## config.mk

```make
export PLATFORM = sky130hd
export DESIGN_NAME = neuron_top
export DESIGN_NICKNAME = d
export VERILOG_FILES = /design/src/common/node_pkg.sv /design/src/common/fp_op_if.sv /design/src/design/neuron_ctrl.sv /design/src/design/neuron_top.sv /design/src/design/weight_ram.sv /design/src/fp_add/fp_add.sv /design/src/fp_mult/fp_mult.sv
export VERILOG_INCLUDE_DIRS = /design/src /design/src/common
export SDC_FILE = /design/constraint.sdc
export NUM_CORES = 2
export LEC_CHECK = 0
export BUFFER_PORTS_ARGS = -buffer_cell sky130_fd_sc_hd__buf_2
export CORE_MARGIN = 4
export CORE_UTILIZATION = 37
export CTS_CLUSTER_SIZE = 8
export DETAILED_ROUTE_END_ITERATION = 7
export PLACE_DENSITY_LB_ADDON = 0.2
export RECOVER_POWER = 50
export REMOVE_ABC_BUFFERS = 1
export SLEW_MARGIN = 15
export SYNTH_ARGS = -nofsm -noshare
export SYNTH_HDL_FRONTEND = slang
export SYNTH_SLANG_ARGS = --single-unit
```

## constraint.sdc

```tcl
create_clock -name clk -period 27 [get_ports clk]
set_input_delay 4.05 -clock clk [delete_from_list [all_inputs] [get_ports clk]]
set_output_delay 4.05 -clock clk [all_outputs]
set_load 0.02 [all_outputs]
```

## src/common/node_macros.svh

```systemverilog
`ifndef NODE_MACROS_SVH
`define NODE_MACROS_SVH

// Weighted inputs per neuron.
`define NODE_INPUTS 15

// Weight store address width, the word above the last weight holds the bias.
`define NODE_ADDR_W 4

// Single-precision exponent bias.
`define FP_EXP_BIAS 127

`endif

```

## src/common/node_pkg.sv

```systemverilog
package node_pkg;

	// Raw single-precision word as it travels on buses and ports.
	typedef logic [31:0] fp32_t;

	// Field view of an fp32_t word.
	typedef struct packed
	{
		logic        sign;
		logic [7:0]  exp;  // Biased exponent, zero means zero or flushed subnormal.
		logic [22:0] man;  // Fraction without the hidden one.
	} fp_fields_t;

	// Neuron controller states.
	typedef enum logic [1:0]
	{
		st_idle,  // Waiting for the first sample.
		st_accum, // Taking samples and summing products.
		st_bias,  // All samples taken, bias add pending.
		st_rect   // Final sum on the adder output.
	} node_state_t;

endpackage

```

## src/common/fp_op_if.sv

```systemverilog
`timescale 1ns/10ps

interface fp_op_if
	import node_pkg::*;
();

	logic  op_valid;  // Operands valid this cycle.
	fp32_t op_a;
	fp32_t op_b;
	logic  res_valid; // One cycle after op_valid.
	fp32_t res;

	modport issuer
	(
		output op_valid,
		output op_a,
		output op_b,
		input  res_valid,
		input  res
	);

	modport unit
	(
		input  op_valid,
		input  op_a,
		input  op_b,
		output res_valid,
		output res
	);

endinterface

```

## src/design/neuron_ctrl.sv

```systemverilog
`timescale 1ns/10ps
`include "node_macros.svh"

module neuron_ctrl
	import node_pkg::*;
(
	input  logic                    clk,
	input  logic                    rst,
	input  logic                    x_valid,
	input  fp32_t                   x_data,
	output logic [`NODE_ADDR_W-1:0] rd_addr,
	input  fp32_t                   rd_data,
	fp_op_if.issuer                 mul,
	fp_op_if.issuer                 add,
	output logic                    y_valid,
	output fp32_t                   y_data,
	output logic                    busy
);

	localparam int addr_w = `NODE_ADDR_W;
	localparam logic [addr_w-1:0] last_idx = addr_w'(`NODE_INPUTS - 1);
	localparam logic [addr_w-1:0] bias_addr = addr_w'(`NODE_INPUTS);

	node_state_t state;
	logic [addr_w-1:0] cnt;
	logic accept;
	logic accept_last;
	logic smp_v;
	logic mul_v;
	logic [3:0] last_sr;
	logic bias_go;
	fp32_t x_q;
	fp32_t x_d;
	fp32_t acc_q;
	fp32_t acc_cur;
	fp_fields_t sum_f;

	assign accept = x_valid && (state == st_idle || state == st_accum);
	assign accept_last = accept && (cnt == last_idx);
	assign bias_go = last_sr[3]; // Last product has just reached the accumulator.
	assign busy = (state != st_idle);

	// Sample meets its weight one cycle after the read address.
	assign mul.op_valid = mul_v;
	assign mul.op_a = x_d;
	assign mul.op_b = rd_data;

	// Forward the adder result so samples can come every cycle.
	assign acc_cur = add.res_valid ? add.res : acc_q;
	assign add.op_valid = mul.res_valid || bias_go;
	assign add.op_a = bias_go ? rd_data : mul.res;
	assign add.op_b = acc_cur;

	assign sum_f = add.res;

	always_ff @(posedge clk)
	begin
		if (rst)
		begin
			state <= st_idle;
			cnt <= '0;
			smp_v <= 1'b0;
			mul_v <= 1'b0;
			last_sr <= '0;
			acc_q <= '0;
			y_valid <= 1'b0;
		end
		else
		begin
			smp_v <= accept;
			mul_v <= smp_v;
			last_sr <= {last_sr[2:0], accept_last};
			y_valid <= 1'b0;

			if (state == st_rect)
			begin
				acc_q <= '0;
			end
			else if (add.res_valid)
			begin
				acc_q <= add.res;
			end

			case (state)
				st_idle, st_accum:
				begin
					if (accept)
					begin
						cnt <= cnt + 1'b1;
						state <= accept_last ? st_bias : st_accum;
					end
				end
				st_bias:
				begin
					if (bias_go)
					begin
						state <= st_rect;
					end
				end
				st_rect:
				begin
					cnt <= '0;
					y_valid <= 1'b1;
					state <= st_idle;
				end
				default:
				begin
					state <= st_idle;
				end
			endcase
		end
	end

	always_ff @(posedge clk)
	begin
		x_d <= x_q;
		if (accept)
		begin
			x_q <= x_data;
			rd_addr <= cnt;
		end
		else if (state == st_bias)
		begin
			rd_addr <= bias_addr; // Bias sits above the weights.
		end
		if (state == st_rect)
		begin
			y_data <= sum_f.sign ? '0 : add.res; // Rectifier.
		end
	end

endmodule

```

## src/design/neuron_top.sv

```systemverilog
`timescale 1ns/10ps
`include "node_macros.svh"

module neuron_top
	import node_pkg::*;
(
	input  logic                    clk,
	input  logic                    rst,
	input  logic                    w_wr,
	input  logic [`NODE_ADDR_W-1:0] w_addr,
	input  fp32_t                   w_data,
	input  logic                    x_valid,
	input  fp32_t                   x_data,
	output logic                    y_valid,
	output fp32_t                   y_data,
	output logic                    busy
);

	logic [`NODE_ADDR_W-1:0] rd_addr;
	fp32_t rd_data;

	fp_op_if mul_op ();
	fp_op_if add_op ();

	weight_ram i_weight_ram
	(
		.clk     (clk),
		.w_wr    (w_wr),
		.w_addr  (w_addr),
		.w_data  (w_data),
		.rd_addr (rd_addr),
		.rd_data (rd_data)
	);

	neuron_ctrl i_neuron_ctrl
	(
		.clk     (clk),
		.rst     (rst),
		.x_valid (x_valid),
		.x_data  (x_data),
		.rd_addr (rd_addr),
		.rd_data (rd_data),
		.mul     (mul_op),
		.add     (add_op),
		.y_valid (y_valid),
		.y_data  (y_data),
		.busy    (busy)
	);

	fp_mult i_fp_mult
	(
		.clk (clk),
		.rst (rst),
		.op  (mul_op)
	);

	fp_add i_fp_add
	(
		.clk (clk),
		.rst (rst),
		.op  (add_op)
	);

endmodule

```

## src/design/weight_ram.sv

```systemverilog
`timescale 1ns/10ps
`include "node_macros.svh"

module weight_ram
	import node_pkg::*;
(
	input  logic                    clk,
	input  logic                    w_wr,
	input  logic [`NODE_ADDR_W-1:0] w_addr,
	input  fp32_t                   w_data,
	input  logic [`NODE_ADDR_W-1:0] rd_addr,
	output fp32_t                   rd_data
);

	localparam int depth = 2 ** `NODE_ADDR_W;

	fp32_t mem [depth];

	always_ff @(posedge clk)
	begin
		if (w_wr)
		begin
			mem[w_addr] <= w_data;
		end
	end

	// One cycle read latency.
	always_ff @(posedge clk)
	begin
		rd_data <= mem[rd_addr];
	end

endmodule

```

## src/fp_add/fp_add.sv

```systemverilog
`timescale 1ns/10ps
`include "node_macros.svh"

module fp_add
	import node_pkg::*;
(
	input  logic clk,
	input  logic rst,
	fp_op_if.unit op
);

	localparam int exp_max = 2 * `FP_EXP_BIAS + 1;

	fp_fields_t a;
	fp_fields_t b;
	fp_fields_t big;
	fp_fields_t sml;
	fp_fields_t r;
	logic swap;
	logic [23:0] big_m;
	logic [23:0] sml_m;
	logic [7:0] exp_d;
	logic [26:0] big_x;
	logic [26:0] sml_x;
	logic [27:0] sum;
	logic [4:0] lz;
	logic [26:0] norm;
	logic signed [9:0] exp_r;
	logic [22:0] man_r;

	// Leading zeros of the uncarried sum, 27 when it is all zero.
	function automatic logic [4:0] lead_zeros(input logic [26:0] v);
		logic [4:0] n;
		logic found;
		n = 5'd27;
		found = 1'b0;
		for (int i = 26; i >= 0; i--)
		begin
			if (!found && v[i])
			begin
				n = 5'(26 - i);
				found = 1'b1;
			end
		end
		return n;
	endfunction

	always_comb
	begin
		a = op.op_a;
		b = op.op_b;

		swap = op.op_b[30:0] > op.op_a[30:0]; // Magnitude order from the raw bits.
		big = swap ? b : a;
		sml = swap ? a : b;

		big_m = (big.exp != 8'd0) ? {1'b1, big.man} : 24'd0;
		sml_m = (sml.exp != 8'd0) ? {1'b1, sml.man} : 24'd0;
		exp_d = big.exp - sml.exp;

		big_x = {big_m, 3'b000}; // Three guard bits below the fraction.
		sml_x = {sml_m, 3'b000} >> exp_d;

		if (big.sign == sml.sign)
		begin
			sum = {1'b0, big_x} + {1'b0, sml_x};
		end
		else
		begin
			sum = {1'b0, big_x} - {1'b0, sml_x};
		end

		lz = lead_zeros(sum[26:0]);
		norm = sum[26:0] << lz;

		if (sum[27])
		begin
			man_r = sum[26:4]; // Carry out, shift right by one.
			exp_r = 10'(big.exp) + 10'sd1;
		end
		else
		begin
			man_r = norm[25:3];
			exp_r = 10'(big.exp) - 10'(lz);
		end

		r.sign = big.sign;
		r.exp = exp_r[7:0];
		r.man = man_r;
		if (sum == 28'd0)
		begin
			r = '0; // Exact cancellation is +0.
		end
		else if (exp_r <= 10'sd0)
		begin
			r.exp = 8'd0;
			r.man = 23'd0;
		end
		else if (exp_r >= 10'(exp_max))
		begin
			r.exp = 8'(exp_max);
			r.man = 23'd0;
		end
	end

	always_ff @(posedge clk)
	begin
		if (rst)
		begin
			op.res_valid <= 1'b0;
		end
		else
		begin
			op.res_valid <= op.op_valid;
		end
	end

	always_ff @(posedge clk)
	begin
		if (op.op_valid)
		begin
			op.res <= r;
		end
	end

endmodule

```

## src/fp_mult/fp_mult.sv

```systemverilog
`timescale 1ns/10ps
`include "node_macros.svh"

module fp_mult
	import node_pkg::*;
(
	input  logic clk,
	input  logic rst,
	fp_op_if.unit op
);

	localparam int exp_bias = `FP_EXP_BIAS;
	localparam int exp_max = 2 * exp_bias + 1;

	fp_fields_t a;
	fp_fields_t b;
	fp_fields_t r;
	logic zero_in;
	logic [47:0] prod;
	logic norm;
	logic signed [9:0] exp_r;
	logic [22:0] man_r;

	always_comb
	begin
		a = op.op_a;
		b = op.op_b;
		zero_in = (a.exp == 8'd0) || (b.exp == 8'd0); // Subnormals count as zero.

		prod = {1'b1, a.man} * {1'b1, b.man};
		norm = prod[47]; // Product of two 1.x values is below 4.
		man_r = norm ? prod[46:24] : prod[45:23];

		exp_r = 10'(a.exp) + 10'(b.exp) + 10'(norm) - 10'(exp_bias);

		r.sign = a.sign ^ b.sign;
		if (zero_in || exp_r <= 10'sd0)
		begin
			r.exp = 8'd0;
			r.man = 23'd0;
		end
		else if (exp_r >= 10'(exp_max))
		begin
			r.exp = 8'(exp_max); // Signed infinity.
			r.man = 23'd0;
		end
		else
		begin
			r.exp = exp_r[7:0];
			r.man = man_r;
		end
	end

	always_ff @(posedge clk)
	begin
		if (rst)
		begin
			op.res_valid <= 1'b0;
		end
		else
		begin
			op.res_valid <= op.op_valid;
		end
	end

	always_ff @(posedge clk)
	begin
		if (op.op_valid)
		begin
			op.res <= r;
		end
	end

endmodule

```

==> flow_metrics.tcl <==
set metrics [dict create \
    wire_per_inst_um 22.08 \
    finalSetupTns_ns 0 \
    cp_data_required_time_ns 27.56 \
    multi_input_area_um2 30200 \
    insertion_delay_ns 0.70 \
    root_buffer "clkbuf_16" \
    regToRegEndpoint "i_fp_add.op.res[13]$_SDFFCE_PP0P_" \
    cts_sinks 754 \
    crit_arrival_ns 17.22 \
    clock_path_buffers 3 \
    cpPeakStageDelay_ns 1.56 \
    antenna_found_initial 8 \
    die_x_um 393.6 \
    setup.worst_path.start_class "flip-flop" \
    post_cts_buffers 0 \
    post-dp-hpwl_um 105200 \
    areaGrowthSynthToFinish_pct 10.66 \
    totalWireLength_um 152200 \
    vias_per_cell 5.365 \
    syn_inst 4807 \
    slowest_stage "dfxtp_1" \
    ys.flop_type "edfxtp_1" \
    maxCapViolCount 4 \
    nFillCells 14000 \
    period_share 0.6170 \
    layout_commonest_cell "edfxtp_1" \
    cp-startpoint "i_neuron_ctrl.last_sr[3]$_SDFF_PP0_" \
    path_buf_inv 5 \
    synth_edf_count 643 \
    fin_worst_skew_ns 0.03746 \
    cp-endpoint "i_fp_add.op.res[13]$_SDFFCE_PP0P_" \
    die_y_um 393.6 \
    hp-class "flip-flop to flip-flop" \
    hold_buffers 0 \
    cts_inserted_buffers 105 \
    dr.pass1.iters 6 \
    fp-row-count 141 \
    vias 36980 \
    critical_path_class "flip-flop to flip-flop" \
    fmax_mhz 60.03 \
    seq_area_frac_synth 0.3914 \
    critical_path.top_delay_family "simple AND/OR/NAND/NOR gates" \
    cts_tree "built" \
    grt_pass1_vias 38160 \
    syn_area_um2 55010 \
    place_ws_ns 11.24 \
    path_depth 57 \
    yosys.area.top_type "edfxtp_1" \
    syn_area_per_cell_um2 11.44 \
    drive_gt1_frac 0.1137 \
    drc_errors 0 \
    async_reset_ff_frac 0 \
    drt_iter0_drc 2893 \
    ys_types 111 \
    status "complete, but fails checks" \
    crit_top_cell "a21oi_1" \
    port-buffer-count 104 \
    ys_warn_count 0 \
    coreArea_um2 147700 \
    fin_nets 5694 \
    r2r-start "i_neuron_ctrl.last_sr[3]$_SDFF_PP0_" \
    cts_resized 0 \
    ys_ff_latch 754 \
    setup_viol 0 \
    violations "max-capacitance violations, max-slew violations" \
    postLayoutCoreUtil 0.4122 \
    hold_viol 0 \
    initial_core_util 0.3725 \
    timing.reg2reg.setup_slack_ns 10.34 \
    path_clk_slew_ns 0.05 \
    cp-end-kind "flip-flop" \
    synth.area.top_cells "edfxtp_1, fa_1, mux4_2, ha_1, inv_1" \
    overflow 0 \
    seq_area_um2 21530 \
    ant_nets 0 \
    slew_violations 151 \
    period_needed_ns 16.66 \
    slew_headroom -1.858 \
    ff2ff_path_depth 57 \
    place.gp.congestion 0.9585 \
    whs_ns 0.3310 \
    setup_slack_ns 10.34 \
    most-common-layout-cells "edfxtp_1, inv_1, nand2_1, fa_1, ha_1" \
    grt_first_pass_wirelength_um 235500 \
    synth_top_area_frac 0.3510 \
    grt_max_degree 129 \
    cts_max_level 3 \
    dieArea_um2 154900 \
    tightest_slew_ns 4.286 \
    grt_use_total 0.1961 \
    cp_max_fo 78 \
    io-pin-count 106 \
    rsz0062_at_grt "false" \
]
[state kept, by name, summed over array words and instances (netlist names), 2 cells and up]
register / flops
i_weight_ram.mem: 512
i_neuron_ctrl.state: 2
i_neuron_ctrl.acc_q: 32
i_fp_add.op.res: 32
i_neuron_ctrl.x_q: 32
i_neuron_ctrl.rd_addr: 4
i_neuron_ctrl.y_data: 31
i_neuron_ctrl.last_sr: 4
i_neuron_ctrl.cnt: 4
i_neuron_ctrl.mul.op_a: 32
i_weight_ram.rd_data: 32
i_fp_mult.op.res: 32
[layout make-up]
type,count,area share
diodes,4,0.0001644
clock buffers,189,0.04851
clock inverters,10,0.002302
inverters,645,0.03977
multi-input cells,3160,0.4961
flip-flops and latches,754,0.3538
well taps,1930,0.03967
repair buffers,201,0.01977
[synth_stat cells (all sizes together) (59+ instances only)]
| master | count |
|---|---|
| inv | 645 |
| edfxtp | 643 |
| nand2 | 491 |
| fa | 484 |
| ha | 271 |
| nor2 | 244 |
| and2 | 237 |
| clkbuf | 193 |
| a21oi | 176 |
| mux4 | 170 |
| o21ai | 126 |
| dfxtp | 111 |
| mux2i | 97 |
| nand3 | 97 |
| nor2b | 61 |
| nor3 | 59 |
[logic make-up after synthesis]
logic type / count (synthesis) / synth area share
compound gates: 666 / 0.08248
fa+ha+maj: 755 / 0.2378
mux: 292 / 0.09237
flops: 754 / 0.3914
other cells: 1 / 0.00006817
buf+inv: 893 / 0.06255
xor+xnor: 64 / 0.01019
simple gates: 1382 / 0.1232
[worst min path at each step]
stage | startpoint | to | slack, ns | depth (start not counted)
after floorplan | i_neuron_ctrl.x_q[0]$_DFFE_PP_ | i_neuron_ctrl.mul.op_a[0]$_DFF_P_ | 0.32 | 0
after global placement | i_neuron_ctrl.x_q[1]$_DFFE_PP_ | i_neuron_ctrl.mul.op_a[1]$_DFF_P_ | 0.32 | 0
after detailed placement | i_neuron_ctrl.x_q[18]$_DFFE_PP_ | i_neuron_ctrl.mul.op_a[18]$_DFF_P_ | 0.33 | 0
after CTS | i_neuron_ctrl.x_q[4]$_DFFE_PP_ | i_neuron_ctrl.mul.op_a[4]$_DFF_P_ | 0.33 | 0
after global routing | i_neuron_ctrl.x_q[3]$_DFFE_PP_ | i_neuron_ctrl.mul.op_a[3]$_DFF_P_ | 0.33 | 0
final | i_neuron_ctrl.x_q[3]$_DFFE_PP_ | i_neuron_ctrl.mul.op_a[3]$_DFF_P_ | 0.33 | 0
[routing by layer]
| metal | global-route usage | vias to the layer above | share of wire |
|---|---|---|---|
| met3 | 0.02714 | 191 | 0.050 |
| met5 | 0 | - | 0.00024 |
| li1 | - | 16780 | - |
| met2 | 0.3261 | 1043 | 0.48 |
| met4 | 0.04521 | 6 | 0.020 |
| met1 | 0.2734 | 18960 | 0.45 |
[per-stage QoR]
step	cells	instance area (um^2)
after global routing	6889	60860
after detailed placement	6690	57830
after floorplan	4559	53990
after global placement	6690	57830
after CTS	6889	60920
final	6893	60870
Power is not shown: default switching activity piles up to over one toggle a cycle in this logic, so the estimate is an artifact.
